File: src/logic/axil_sub_pkg.sv
package axil_sub_pkg;

    typedef enum logic [1:0] {
        OKAY   = 2'b00,
        SLVERR = 2'b10
    } axi_resp_e;

    // Word indices from address bits 3:2
    localparam logic [1:0] REG_A    = 2'd0;
    localparam logic [1:0] REG_B    = 2'd1;
    localparam logic [1:0] REG_RES  = 2'd2;
    localparam logic [1:0] REG_DONE = 2'd3;

    typedef struct packed {
        logic       valid;
        logic       write;
        logic [1:0] addr;
        logic [7:0] wdata;
        logic       bad_addr;
    } bank_req_t;

    // Done is the registered grant pulse
    typedef struct packed {
        logic        done;
        logic [31:0] rdata;
        axi_resp_e   resp;
    } bank_rsp_t;

    typedef enum logic [2:0] {
        W_IDLE,
        W_ADDR,
        W_DATA,
        W_BANK,
        W_RESP
    } write_state_e;

    typedef enum logic [1:0] {
        R_IDLE,
        R_BANK,
        R_DATA
    } read_state_e;

    // Outside the 16-byte window or not word aligned
    function automatic logic addr_bad(input logic [31:0] addr);
        return (addr[31:4] != 28'h0) || (addr[1:0] != 2'b00);
    endfunction

endpackage

File: src/logic/axil_write_engine.sv
`timescale 1ns/1ps

module axil_write_engine (
    input  logic                    ACLK,
    input  logic                    ARESETn,
    input  logic [31:0]             AWADDR,
    input  logic                    AWVALID,
    output logic                    AWREADY,
    input  logic [31:0]             WDATA,
    // Only the low byte is stored
    input  logic [3:0]              WSTRB,
    input  logic                    WVALID,
    output logic                    WREADY,
    output logic [1:0]              BRESP,
    output logic                    BVALID,
    input  logic                    BREADY,
    output axil_sub_pkg::bank_req_t wr_req,
    input  axil_sub_pkg::bank_rsp_t wr_rsp
);
    import axil_sub_pkg::*;

    write_state_e state;
    write_state_e state_next;
    logic         aw_fire;
    logic         w_fire;
    logic         req_valid;
    logic [1:0]   req_addr;
    logic         req_bad;
    logic [7:0]   req_wdata;

    assign aw_fire = (state == W_IDLE) && AWVALID && AWREADY;
    assign w_fire  = (state == W_DATA) && WVALID && WREADY;

    always_comb begin
        case (state)
            W_IDLE:  state_next = aw_fire ? W_ADDR : W_IDLE;
            W_ADDR:  state_next = W_DATA;
            W_DATA:  state_next = w_fire ? W_BANK : W_DATA;
            W_BANK:  state_next = wr_rsp.done ? W_RESP : W_BANK;
            W_RESP:  state_next = (BVALID && BREADY) ? W_IDLE : W_RESP;
            default: state_next = W_IDLE;
        endcase
    end

    always_ff @(posedge ACLK or negedge ARESETn) begin
        if (!ARESETn) begin
            state     <= W_IDLE;
            AWREADY   <= 1'b1;
            WREADY    <= 1'b0;
            BVALID    <= 1'b0;
            BRESP     <= OKAY;
            req_valid <= 1'b0;
        end else begin
            state <= state_next;
            case (state)
                W_IDLE: begin
                    if (aw_fire) begin
                        AWREADY <= 1'b0;
                    end
                end
                W_ADDR: begin
                    WREADY <= 1'b1;
                end
                W_DATA: begin
                    if (w_fire) begin
                        WREADY    <= 1'b0;
                        req_valid <= 1'b1;
                    end
                end
                W_BANK: begin
                    // Hold the request until the arbiter answers
                    if (wr_rsp.done) begin
                        req_valid <= 1'b0;
                        BVALID    <= 1'b1;
                        BRESP     <= wr_rsp.resp;
                    end
                end
                W_RESP: begin
                    if (BREADY) begin
                        BVALID  <= 1'b0;
                        AWREADY <= 1'b1;
                    end
                end
                default: begin
                    AWREADY <= 1'b1;
                end
            endcase
        end
    end

    always_ff @(posedge ACLK) begin
        if (aw_fire) begin
            req_addr <= AWADDR[3:2];
            req_bad  <= addr_bad(AWADDR);
        end
        if (w_fire) begin
            req_wdata <= WDATA[7:0];
        end
    end

    assign wr_req = '{
        valid:    req_valid,
        write:    1'b1,
        addr:     req_addr,
        wdata:    req_wdata,
        bad_addr: req_bad
    };

endmodule

File: src/logic/axil_read_engine.sv
`timescale 1ns/1ps

module axil_read_engine (
    input  logic                    ACLK,
    input  logic                    ARESETn,
    input  logic [31:0]             ARADDR,
    input  logic                    ARVALID,
    output logic                    ARREADY,
    output logic [31:0]             RDATA,
    output logic [1:0]              RRESP,
    output logic                    RVALID,
    input  logic                    RREADY,
    output axil_sub_pkg::bank_req_t rd_req,
    input  axil_sub_pkg::bank_rsp_t rd_rsp
);
    import axil_sub_pkg::*;

    read_state_e state;
    read_state_e state_next;
    logic        ar_fire;
    logic        req_valid;
    logic [1:0]  req_addr;
    logic        req_bad;

    assign ar_fire = (state == R_IDLE) && ARVALID && ARREADY;

    always_comb begin
        case (state)
            R_IDLE:  state_next = ar_fire ? R_BANK : R_IDLE;
            R_BANK:  state_next = rd_rsp.done ? R_DATA : R_BANK;
            R_DATA:  state_next = (RVALID && RREADY) ? R_IDLE : R_DATA;
            default: state_next = R_IDLE;
        endcase
    end

    always_ff @(posedge ACLK or negedge ARESETn) begin
        if (!ARESETn) begin
            state     <= R_IDLE;
            ARREADY   <= 1'b1;
            RVALID    <= 1'b0;
            RRESP     <= OKAY;
            req_valid <= 1'b0;
        end else begin
            state <= state_next;
            case (state)
                R_IDLE: begin
                    if (ar_fire) begin
                        ARREADY   <= 1'b0;
                        req_valid <= 1'b1;
                    end
                end
                R_BANK: begin
                    if (rd_rsp.done) begin
                        req_valid <= 1'b0;
                        RVALID    <= 1'b1;
                        RRESP     <= rd_rsp.resp;
                    end
                end
                R_DATA: begin
                    if (RREADY) begin
                        RVALID  <= 1'b0;
                        ARREADY <= 1'b1;
                    end
                end
                default: begin
                    ARREADY <= 1'b1;
                end
            endcase
        end
    end

    // Address and read data only change between transfers
    always_ff @(posedge ACLK) begin
        if (ar_fire) begin
            req_addr <= ARADDR[3:2];
            req_bad  <= addr_bad(ARADDR);
        end
        if (state == R_BANK && rd_rsp.done) begin
            RDATA <= rd_rsp.rdata;
        end
    end

    assign rd_req = '{
        valid:    req_valid,
        write:    1'b0,
        addr:     req_addr,
        wdata:    8'h00,
        bad_addr: req_bad
    };

endmodule

File: src/logic/reg_bank_arbiter.sv
`timescale 1ns/1ps

module reg_bank_arbiter (
    input  logic                    ACLK,
    input  logic                    ARESETn,
    input  axil_sub_pkg::bank_req_t wr_req,
    input  axil_sub_pkg::bank_req_t rd_req,
    output axil_sub_pkg::bank_rsp_t wr_rsp,
    output axil_sub_pkg::bank_rsp_t rd_rsp,
    output logic [7:0]              op_a,
    output logic [7:0]              op_b,
    output logic                    op_load,
    input  logic [7:0]              result,
    input  logic                    done_flag
);
    import axil_sub_pkg::*;

    logic        last_wr;
    logic        wr_elig;
    logic        rd_elig;
    logic        grant_wr;
    logic        grant_rd;
    logic        acc_err;
    logic        wr_hit;
    logic [31:0] rd_word;
    axi_resp_e   acc_resp;
    bank_req_t   sel;

    // A request whose done pulse is out is already served
    assign wr_elig = wr_req.valid && !wr_rsp.done;
    assign rd_elig = rd_req.valid && !rd_rsp.done;

    // On a tie the side not served last wins
    assign grant_wr = wr_elig && (!rd_elig || !last_wr);
    assign grant_rd = rd_elig && !grant_wr;
    assign sel      = grant_wr ? wr_req : rd_req;

    always_comb begin
        rd_word = 32'h0;
        if (!sel.bad_addr) begin
            case (sel.addr)
                REG_A:    rd_word = {24'h0, op_a};
                REG_B:    rd_word = {24'h0, op_b};
                REG_RES:  rd_word = {24'h0, result};
                REG_DONE: rd_word = {31'h0, done_flag};
                default:  rd_word = 32'h0;
            endcase
        end
        // Result and done flag are read only
        acc_err  = sel.bad_addr ||
                   (sel.write && (sel.addr == REG_RES || sel.addr == REG_DONE));
        acc_resp = acc_err ? SLVERR : OKAY;
        wr_hit   = (grant_wr || grant_rd) && sel.write && !acc_err;
    end

    always_ff @(posedge ACLK or negedge ARESETn) begin
        if (!ARESETn) begin
            last_wr      <= 1'b0;
            op_a         <= 8'h00;
            op_b         <= 8'h00;
            op_load      <= 1'b0;
            wr_rsp.done  <= 1'b0;
            wr_rsp.rdata <= 32'h0;
            wr_rsp.resp  <= OKAY;
            rd_rsp.done  <= 1'b0;
            rd_rsp.rdata <= 32'h0;
            rd_rsp.resp  <= OKAY;
        end else begin
            wr_rsp.done <= grant_wr;
            rd_rsp.done <= grant_rd;
            op_load     <= wr_hit;
            if (grant_wr || grant_rd) begin
                last_wr <= grant_wr;
            end
            if (grant_wr) begin
                wr_rsp.rdata <= rd_word;
                wr_rsp.resp  <= acc_resp;
            end
            if (grant_rd) begin
                rd_rsp.rdata <= rd_word;
                rd_rsp.resp  <= acc_resp;
            end
            if (wr_hit) begin
                if (sel.addr == REG_A) begin
                    op_a <= sel.wdata;
                end else begin
                    op_b <= sel.wdata;
                end
            end
        end
    end

endmodule

File: src/logic/sub_pipeline.sv
`timescale 1ns/1ps

module sub_pipeline (
    input  logic       ACLK,
    input  logic       ARESETn,
    input  logic [7:0] op_a,
    input  logic [7:0] op_b,
    input  logic       op_load,
    output logic [7:0] result,
    output logic       done_flag
);

    logic [7:0] s1_a;
    logic [7:0] s1_b;
    logic [7:0] s2_diff;
    logic       s1_valid;
    logic       s2_valid;
    logic       s3_valid;
    logic [2:0] in_flight;
    logic [2:0] in_flight_next;

    // One token enters per load, one leaves after the output stage
    assign in_flight_next = in_flight + {2'b00, op_load} - {2'b00, s3_valid};

    always_ff @(posedge ACLK or negedge ARESETn) begin
        if (!ARESETn) begin
            s1_valid  <= 1'b0;
            s2_valid  <= 1'b0;
            s3_valid  <= 1'b0;
            result    <= 8'h00;
            in_flight <= 3'd0;
            done_flag <= 1'b0;
        end else begin
            s1_valid  <= op_load;
            s2_valid  <= s1_valid;
            s3_valid  <= s2_valid;
            in_flight <= in_flight_next;
            if (s2_valid) begin
                result <= s2_diff;
            end
            if (op_load) begin
                done_flag <= 1'b0;
            end else if (s3_valid && in_flight_next == 3'd0) begin
                done_flag <= 1'b1;
            end
        end
    end

    always_ff @(posedge ACLK) begin
        if (op_load) begin
            s1_a <= op_a;
            s1_b <= op_b;
        end
        // Wraps modulo 256
        if (s1_valid) begin
            s2_diff <= s1_a - s1_b;
        end
    end

endmodule

File: src/logic/axil_sub_top.sv
`timescale 1ns/1ps

module axil_sub_top (
    input  logic        ACLK,
    input  logic        ARESETn,
    input  logic [31:0] AWADDR,
    input  logic        AWVALID,
    output logic        AWREADY,
    input  logic [31:0] WDATA,
    input  logic [3:0]  WSTRB,
    input  logic        WVALID,
    output logic        WREADY,
    output logic [1:0]  BRESP,
    output logic        BVALID,
    input  logic        BREADY,
    input  logic [31:0] ARADDR,
    input  logic        ARVALID,
    output logic        ARREADY,
    output logic [31:0] RDATA,
    output logic [1:0]  RRESP,
    output logic        RVALID,
    input  logic        RREADY
);
    import axil_sub_pkg::*;

    bank_req_t  wr_req;
    bank_req_t  rd_req;
    bank_rsp_t  wr_rsp;
    bank_rsp_t  rd_rsp;
    logic [7:0] op_a;
    logic [7:0] op_b;
    logic       op_load;
    logic [7:0] result;
    logic       done_flag;

    axil_write_engine u_write_engine (
        .ACLK    (ACLK),
        .ARESETn (ARESETn),
        .AWADDR  (AWADDR),
        .AWVALID (AWVALID),
        .AWREADY (AWREADY),
        .WDATA   (WDATA),
        .WSTRB   (WSTRB),
        .WVALID  (WVALID),
        .WREADY  (WREADY),
        .BRESP   (BRESP),
        .BVALID  (BVALID),
        .BREADY  (BREADY),
        .wr_req  (wr_req),
        .wr_rsp  (wr_rsp)
    );

    axil_read_engine u_read_engine (
        .ACLK    (ACLK),
        .ARESETn (ARESETn),
        .ARADDR  (ARADDR),
        .ARVALID (ARVALID),
        .ARREADY (ARREADY),
        .RDATA   (RDATA),
        .RRESP   (RRESP),
        .RVALID  (RVALID),
        .RREADY  (RREADY),
        .rd_req  (rd_req),
        .rd_rsp  (rd_rsp)
    );

    reg_bank_arbiter u_bank (
        .ACLK      (ACLK),
        .ARESETn   (ARESETn),
        .wr_req    (wr_req),
        .rd_req    (rd_req),
        .wr_rsp    (wr_rsp),
        .rd_rsp    (rd_rsp),
        .op_a      (op_a),
        .op_b      (op_b),
        .op_load   (op_load),
        .result    (result),
        .done_flag (done_flag)
    );

    sub_pipeline u_pipeline (
        .ACLK      (ACLK),
        .ARESETn   (ARESETn),
        .op_a      (op_a),
        .op_b      (op_b),
        .op_load   (op_load),
        .result    (result),
        .done_flag (done_flag)
    );

endmodule

File: config.mk
export PLATFORM = sky130hd
export DESIGN_NAME = axil_sub_top
export DESIGN_NICKNAME = d
export VERILOG_FILES = /design/src/logic/axil_sub_pkg.sv /design/src/logic/axil_write_engine.sv /design/src/logic/axil_read_engine.sv /design/src/logic/reg_bank_arbiter.sv /design/src/logic/sub_pipeline.sv /design/src/logic/axil_sub_top.sv
export SDC_FILE = /design/constraint.sdc
export NUM_CORES = 1
export LEC_CHECK = 0
export ABC_CLOCK_PERIOD_IN_PS = 6500
export BUFFER_PORTS_ARGS = -buffer_cell sky130_fd_sc_hd__buf_2
export CORE_MARGIN = 5
export CORE_UTILIZATION = 50
export CTS_CLUSTER_DIAMETER = 60
export DETAILED_ROUTE_END_ITERATION = 8
export GPL_TIMING_DRIVEN = 0
export PLACE_DENSITY_LB_ADDON = 0.3
export SYNTH_ARGS = -nofsm -noshare
export SYNTH_HDL_FRONTEND = slang
export SYNTH_SLANG_ARGS = --single-unit
File: constraint.sdc
create_clock -name ACLK -period 6.5 [get_ports ACLK]
set_input_delay 0.325 -clock ACLK [delete_from_list [all_inputs] [get_ports ACLK]]
set_output_delay 0.325 -clock ACLK [all_outputs]
set_load 0.1 [all_outputs]
==> results of run 1 <==
## registers in the layout, indices dropped and copies added, names as in the netlist, 3 cells and up
name	cells
u_pipeline.s1_a	8
u_read_engine.RDATA	8
u_pipeline.in_flight	3
u_bank.op_b	8
u_pipeline.result	8
u_write_engine.req_wdata	8
u_bank.rd_rsp	10
u_write_engine.state	3
u_pipeline.s1_b	8
u_bank.op_a	8
u_pipeline.s2_diff	8
## area by class of cell
type	count	area, sq um
buffer	29	208
sequential	105	2860
clock buffer	10	149
multi-input combinational	209	1540
clock inverter	6	77.6
inverter	23	88.8
fill	737	3580
timing repair buffer	93	468
tap	111	139
## cells in the final DEF (no fill, tap or decap), types with 4 or more instances in the layout
cell type and n:
buf_2 92, dfrtp_1 57, edfxtp_1 46, buf_4 27, conb_1 26, mux2_2 25
inv_1 22, nor2_1 15, nand2_1 12, nor4_1 12, a21oi_1 9, ha_1 9
clkbuf_8 9, o21ai_1 8, xnor2_1 7, nor2b_1 7, o21ai_0 7, a22oi_1 6
nor3_1 5, a32oi_1 5, a21o_1 4
## routing by layer
layer | up-vias | global-route usage [%] | part of all wire [%]
li1 | 1447 | - | -
met1 | 1443 | 21.8 | 42
met2 | 117 | 30.2 | 50
met3 | 14 | 3.95 | 5.8
met4 | 0 | 6.20 | 1.8
met5 | - | 0 | 0
## worst paths after layout
kind,startpoint,end,slack [ns],depth (start not counted)
max,u_bank.op_load,u_pipeline.done_flag,4.06,7
min,ARESETn,u_pipeline.in_flight[1],0.01,1
max reg2reg,u_bank.op_load,u_pipeline.done_flag,4.06,7
min reg2reg,u_pipeline.s2_valid,u_pipeline.s3_valid,0.39,0
max in group asynchronous,ARESETn,u_bank.op_a[2],5.98,1
min in group ACLK,WDATA[6],u_write_engine.req_wdata[6],0.12,1
## stage by stage
stage	utilization, %	cell area (sq um)	total power, mW	worst slack (ns)	cells
finish	60.7	5530	1.24	4.06	586
global route	60.7	5530	1.28	3.90	586
CTS	60.7	5530	1.25	4.05	586
detailed placement	58.2	5300	0.814	4.07	570
global placement	58.2	5300	0.813	4.11	570
floorplan	-	4690	0.782	4.36	366
## kinds of logic after synthesis
| group | synth area share, % |
|---|---|
| compound gates | 8.29 |
| simple gates | 11.6 |
| fa+ha+maj | 3.32 |
| buf+inv | 6.45 |
| mux | 6.80 |
| flops | 62.2 |
| xor+xnor | 1.33 |
| other cells | 0.0815 |
## power breakdown
part                   switching, mW  total, mW  internal (mW)
clock network                  0.232      0.442          0.210
logic                         0.0829      0.111         0.0286
registers      0.0000000000000000523      0.689          0.689
total                          0.315       1.24          0.927
==> run metrics, run 1 <==
Overflow after GRT 0; Worst-path clk slew 0.10 ns; CTS tree built; Final Hold Fails 0; vias per std cell 5.16; pwr dens 225 nW/um^2; I/O Pins 148; total CTS buffers 9; Final ANT Viol Nets 0; worst slew pin tran 0.896 ns; die width 106 um; Relative slew margins 39.5%; Area growth syn-to-layout 20.2%; Seq/Total Area, Yosys 62.2%; cell with the most instances after synthesis dfrtp_1; Most used DFF post-synth dfrtp_1; CP max stage delay 0.87 ns; crit path cell chain ha_1, inv_1, fa_1, xnor2_1, xnor2_1, or3_1, a21oi_1; RSZ-0062 raised after global routing false; largest net degree at the start of global routing 60; Top Family by Delay on Critical Path flip-flops; global-route wire length before repair about 15 mm; Post-CTS Setup Inserts 0; H-Tree Level Count 3; CP Launch Type flop; worst hold path type in -> async; min Tclk post-route between 2 and 2.5 ns; Setup TNS Final 0 ns; number of DRC markers in iteration 0 126; post-DP HPWL 7.27 mm; CP endpoint kind flop; Synth top area share a little under a third; antenna violations before repair 0; post_cts resized 0; # rows 35; root buffer cell clkbuf_8; gp weighted congestion roughly 0.81; core box area approximately 9000 sq um; # setup viols final 0; hold_ws ~0.011 ns; port bufs 93; crit-path most repeated cell xnor2_1; DR DRC count 0; final max-slew violation count 0; WP data required 6.78 ns; WL/cell 16.0 um; syn avg cell area 13.5 sq um; vias in the first global route 3248; drt pass-1 iters 4; Worst VDD drop roughly 0.00011 V; Initial Util about 51%; Hold-fix buffers, CTS 0; slowest CP cell dfrtp_1; Max-Cap Viols 0; CP Class reg -> reg; die height 106 um; Critical Path AT between 2 and 3 ns; Synth area leader dfrtp_1; achievable frequency 0.409 GHz; synth top area cells dfrtp_1, edfxtp_1, mux2_2; clk sink count 105; layout cell share with drive strength beyond 1 36.8%; Cells after Synth between 300 and 400; CP bufs+invs 1; Setup Skew about 0.015 ns; Nets between 500 and 600; Tcrit/Tclk final between 30% and 40%; Ant. Diodes 0; EDFF count, synth 46; Vias between 3000 and 4000; final wirelength between 9 and 10 mm; die area roughly 11000 sq um; library cells used by synthesis 60; leakage ~2.6 nW; CP max FO 19; Worst-Skew Late Latency ~0.37 ns; GRT Total Usage 17.5%; top cells by count, synth dfrtp_1, edfxtp_1, buf_4; Clock Path Buffers 2; Cell Area, Synth 4600 sq um; synthesis-stage register bit count approximately 110; fraction of registers with async set/reset between 50% and 60%; Synth warnings 0; status finished, final reports clean
Note: power is estimated with default switching activity, not from simulation.
==> run 2: changes to the inputs <==
--- a/config.mk
+++ b/config.mk
@@ -5,10 +5,10 @@
 export SDC_FILE = /design/constraint.sdc
 export NUM_CORES = 1
 export LEC_CHECK = 0
-export ABC_CLOCK_PERIOD_IN_PS = 6500
+export ABC_CLOCK_PERIOD_IN_PS = 2200
 export BUFFER_PORTS_ARGS = -buffer_cell sky130_fd_sc_hd__buf_2
 export CORE_MARGIN = 5
-export CORE_UTILIZATION = 50
+export CORE_UTILIZATION = 46
 export CTS_CLUSTER_DIAMETER = 60
 export DETAILED_ROUTE_END_ITERATION = 8
 export GPL_TIMING_DRIVEN = 0
==> constraint.sdc (replaced) <==
create_clock -name ACLK -period 2.2 [get_ports ACLK]
set_input_delay 0.11 -clock ACLK [delete_from_list [all_inputs] [get_ports ACLK]]
set_output_delay 0.11 -clock ACLK [all_outputs]
set_load 0.1 [all_outputs]
==> run metrics, run 2 (synthesis results as in run 1) <==
Relative slew margins 39.6% (+0.19 points); global-route wire length before repair 15.4 mm (-0.45%); die height 110 um (+3.9%); pwr dens 612 nW/um^2 (+170%); clk sink count 105 (unchanged); root buffer cell clkbuf_8; R2R depth 9 (+2); largest net degree at the start of global routing 60 (unchanged); Final ANT Viol Nets 0 (unchanged); core box area 9770 sq um (+7.3%); Largest Register u_bank.rd_rsp; I/O Pins 148 (unchanged); total power 3.47 mW (+180%); Filler cells 808 (+9.6%); antenna violations before repair 0 (unchanged); CP bufs+invs 2 (+1); Critical Path AT 2.42 ns (-0.31 ns); layout cell share with drive strength beyond 1 37.3% (+0.45 points); Worst VDD drop 0.000286 V (+150%); vias in the first global route 3264 (+0.49%); Overflow after GRT 0 (unchanged); total CTS buffers 9 (unchanged); die width 110 um (+3.9%); Worst-Skew Late Latency 0.36 ns (about the same); H-Tree Level Count 3 (unchanged); Setup Skew 0.0156 ns (+0.000339 ns); WL/cell 14.5 um (-9.3%); RSZ-0062 raised after global routing true; Final Hold Fails 0 (unchanged); HP Start AWADDR[12]; Vias 3038 (+0.56%); Ant. Diodes 0 (unchanged); slowest CP cell dfrtp_1; Register Area 2860 sq um (+0.13%); CP Launch Type flop; RR Endpoint u_pipeline.done_flag; CP Class reg -> reg; WP data required 2.49 ns (-4.29 ns); CP max stage delay 0.40 ns (-0.47 ns); port bufs 93 (unchanged); Setup TNS Final 0 ns (unchanged); Tcrit/Tclk final 96.9% (+59 points); GRT Total Usage 16.5% (-1.0 points); pre-CTS setup slack -0.239 ns (-4.31 ns); Max-Cap Viols 0 (unchanged); commonest non-fill, non-tap cell in the layout buf_2; CP endpoint kind flop; Reg2Reg Launch Point u_pipeline.s3_valid; WL met2 4.59 mm (-2.1%); Area growth syn-to-layout 23.3%; Worst-path clk slew 0.10 ns (about the same); DR DRC count 0 (unchanged); achievable frequency 0.469 GHz (+15%); vias per std cell 4.89 (-5.1%); met3 wire length 562 um (+3.9%); worst slew pin tran 0.893 ns (-0.00282 ns); # rows 36 (+2.9%); WHS Path Cells 3; Top Family by Delay on Critical Path adder cells; final wirelength 9.00 mm (-3.9%); CP max FO 2 (-17); Largest register FFs 10 (unchanged); Area after DPL 5330 sq um (+0.52%); number of DRC markers in iteration 0 98 (-22%); Nets 601 (+2.2%); drt pass-1 iters 4 (unchanged); status finished, final reports clean; top sig layer met4; post-layout instance area 5670 sq um (+2.6%); reg2reg setup slack 0.07 ns (-3.99 ns); die area 12100 sq um (+7.9%); Metal-1 WL 3.73 mm (-5.9%); post-DP HPWL 6.98 mm (-4.0%); crit path cell chain ha_1, inv_1, ha_1, inv_2, fa_2, xnor2_2, xnor2_2, or3_4, a21oi_2; leakage 2.66 nW (+1.7%); final max-slew violation count 0 (unchanged); Multi-input gate area 1560 sq um (+1.7%); # setup viols final 0 (unchanged); worst min-delay path endpoint u_write_engine.req_bad; worst hold path type in -> reg; Clock Path Buffers 2 (unchanged); CTS tree built; setup ws final 0.0674 ns (-3.99 ns); min Tclk post-route 2.13 ns (-0.310 ns); Initial Util 47.1% (-3.4 points); commonest non-fill, non-tap cells in the layout buf_2, dfrtp_1, edfxtp_1, buf_4, conb_1; gp weighted congestion 0.806 (-0.59%)
## run 2: worst max path at each step
stage               slack, ns              endpoint  cells after the start                 from
finish                   0.07  u_pipeline.done_flag                      9  u_pipeline.s3_valid
global route            -0.04  u_pipeline.done_flag                      9  u_pipeline.s3_valid
CTS                      0.02  u_pipeline.done_flag                      9  u_pipeline.s3_valid
detailed placement      -0.24  u_pipeline.done_flag                      7       u_bank.op_load
global placement        -0.19  u_pipeline.done_flag                      7       u_bank.op_load
floorplan                0.06  u_pipeline.done_flag                      7       u_bank.op_load
## run 2: through the flow
step / hold WS [ns] / std cells / util [%]
final: 0.0395 / 621 / 58.0
after detailed placement: 0.288 / 592 / 54.5
after global routing: 0.0338 / 621 / 58.0
after global placement: 0.286 / 592 / 54.5
after floorplan: -0.186 / 366 / -
after CTS: 0.0319 / 620 / 57.6
## run 2: routing by layer
layer,track usage [%],vias to the layer above
met5,0,-
met4,4.36,0
met3,4.54,12
met2,28.8,101
met1,20.1,1441
li1,-,1484
## run 2: final cells by class
| type | count | share of cell area, % |
|---|---|---|
| clock inverter | 7 | 1.06 |
| inverter | 23 | 1.57 |
| buffer | 29 | 3.66 |
| multi-input combinational | 209 | 27.6 |
| sequential | 105 | 50.5 |
| clock buffer | 9 | 2.18 |
| timing repair buffer | 106 | 10.5 |
| tap | 133 | 2.93 |
## run 2: worst min-delay path: cells and delay by family
kind | cells | cell delay (ns)
AND/OR/NAND/NOR | 2 | 0.11
buffers and inverters | 1 | 0.08
## run 2: timing repair
action                                 in CTS  in global routing
pin swaps                                   0                  2
resized for setup                           2                  7
endpoints found under the hold margin      12                 57
setup endpoints to repair                   1                  2
hold buffers                               12                  1
buffers inserted                            0                  0
## run 2: where the power goes
part | internal [mW] | switching, mW
clock network | 0.434 | 0.656
registers | 2.04 | 0.000000000000000154
logic | 0.0995 | 0.247
total | 2.57 | 0.903
==> run 3: changes to the inputs <==
--- a/config.mk
+++ b/config.mk
@@ -12,7 +12,8 @@
 export CTS_CLUSTER_DIAMETER = 60
 export DETAILED_ROUTE_END_ITERATION = 8
 export GPL_TIMING_DRIVEN = 0
-export PLACE_DENSITY_LB_ADDON = 0.3
+export HOLD_SLACK_MARGIN = 0.05
+export PLACE_DENSITY = 0.82
 export SYNTH_ARGS = -nofsm -noshare
 export SYNTH_HDL_FRONTEND = slang
 export SYNTH_SLANG_ARGS = --single-unit
==> run metrics, run 3 (synthesis results as in run 1) <==
status finished, final reports clean; Worst-Skew Late Latency 0.37 ns (about the same); min Tclk post-route 2.15 ns (+0.0132 ns); Largest register FFs 10 (unchanged); core box area 9770 sq um (unchanged); Final Hold Fails 0 (unchanged); crit path cell chain dlygate4sd3_1, buf_2, nor3_1, dlygate4sd3_1, nand4_1, dlygate4sd3_1; Worst VDD drop 0.000313 V (+9.7%); post-DP HPWL 7.19 mm (+2.9%); Ant. Diodes 0 (unchanged); Clock Path Buffers 2 (unchanged); post-layout instance area 5790 sq um (+2.1%); GRT Total Usage 17.6% (+1.2 points); leakage 2.69 nW (+1.4%); total power 3.60 mW (+3.7%); achievable frequency 0.466 GHz (-0.62%); H-Tree Level Count 3 (unchanged); CP Class in -> reg; CP endpoint kind flop; Initial Util 47.1% (unchanged); Post-CTS Setup Inserts 0 (unchanged); HP Start AWVALID; drt pass-1 iters 4 (unchanged); port bufs 93 (unchanged); crit-path most repeated cell dlygate4sd3_1; Top Family by Delay on Critical Path buffers and inverters; CP max stage delay 0.59 ns (+0.19 ns); CP bufs+invs 4 (+2); Max-Cap Viols 0 (unchanged); Area growth syn-to-layout 25.8%; vias per std cell 5.04 (+3.0%); total CTS buffers 9 (unchanged); Area after DPL 5330 sq um (unchanged); number of DRC markers in iteration 0 158 (+61%); die area 12100 sq um (unchanged); Tcrit/Tclk final 97.5% (+0.60 points); worst slew pin tran 0.948 ns (+0.0549 ns); CTS tree built; slowest CP cell dlygate4sd3_1; I/O Pins 148 (unchanged); antenna violations before repair 0 (unchanged); CP max FO 1 (-1); largest net degree at the start of global routing 60 (unchanged); CP Launch Type primary input; worst hold path type in -> reg; die width 110 um (unchanged); WL/cell 15.7 um (+8.1%); Largest Register u_bank.rd_rsp; setup ws final 0.0542 ns (-0.0132 ns); commonest non-fill, non-tap cell in the layout buf_2; clk sink count 105 (unchanged); DR DRC count 0 (unchanged); pwr dens 622 nW/um^2 (+1.6%); layout cell share with drive strength beyond 1 36.6% (-0.68 points); die height 110 um (unchanged); vias in the first global route 3337 (+2.2%); Reg2Reg Launch Point u_pipeline.s1_b[0]; pre-CTS setup slack -0.258 ns (-0.0188 ns); WP data required 2.32 ns (-0.17 ns); Setup Skew 0.0143 ns (-0.00126 ns); Vias 3174 (+4.5%); root buffer cell clkbuf_8; CP startpoint ARADDR[12]; Worst-path clk slew 0.09 ns (about the same); global-route wire length before repair 16.0 mm (+4.4%); commonest non-fill, non-tap cells in the layout buf_2, dfrtp_1, edfxtp_1, buf_4, conb_1; RSZ-0062 raised after global routing true; Overflow after GRT 0 (unchanged); # setup viols final 0 (unchanged); final wirelength 9.86 mm (+9.6%); gp weighted congestion 0.836 (+3.7%); Critical Path AT 2.26 ns (-0.16 ns); Relative slew margins 35.9% (-3.7 points); Core Util, Final 59.2% (+1.2 points); Nets 610 (+1.5%); Setup TNS Final 0 ns (unchanged); # rows 36 (unchanged); final max-slew violation count 0 (unchanged); Final ANT Viol Nets 0 (unchanged)
run 3: what timing repair did:
action                     CTS  global route
pin swaps                    1             0
setup endpoints to repair    1             1
gates resized for setup      1             7
hold endpoints to repair    17            57
hold buffers                21             1
run 3: layout make-up:
class                   instances  area (sq um)
well taps                     133           166
plain buffers                  29           208
fillers                       761          3990
multi-input cells             209          1570
clock inverters                 6          67.6
flip-flops and latches        105          2860
clock buffers                  10           138
inverters                      23          88.8
repair buffers                115           688
run 3: per-layer routing:
metal | up-vias | part of all wire [%] | global-route usage [%] | wire [um]
met4 | 0 | 2.3 | 8.46 | 225
li1 | 1500 | - | - | -
met1 | 1543 | 40 | 21.7 | 3970
met5 | - | 0 | 0 | 0
met2 | 115 | 52 | 29.9 | 5080
met3 | 16 | 5.9 | 3.26 | 582
run 3: path summary, 6_finish.rpt:
check                                               to  slack (ns)  cells after the start
worst max-delay path             u_read_engine.req_bad        0.05                      6
worst min-delay path            u_write_engine.AWREADY        0.15                      4
worst max register to register   u_pipeline.s2_diff[6]        0.07                      7
worst min register to register     u_pipeline.s3_valid        0.38                      0
max in group asynchronous               u_bank.op_load        1.27                      2
min in group asynchronous         u_pipeline.result[1]        0.36                      2
run 3: through the flow:
stage                     cells  hold slack (ns)
final                       630            0.150
after global routing        630            0.213
after CTS                   629           0.0773
after detailed placement    592            0.288
after global placement      592            0.290
after floorplan             366           -0.186
run 3: report_power, final:
part / total [mW] / internal, mW / switching [mW]
clock: 1.21 / 0.559 / 0.648
combinational: 0.358 / 0.106 / 0.252
sequential: 2.04 / 2.04 / 0.000000000000000153
run 3: tightest hold or removal path, stage by stage:
cell and delay, ns:
buf_2 0.07, nor2b_1 0.13, o21ai_0 0.11, o21a_1 0.11
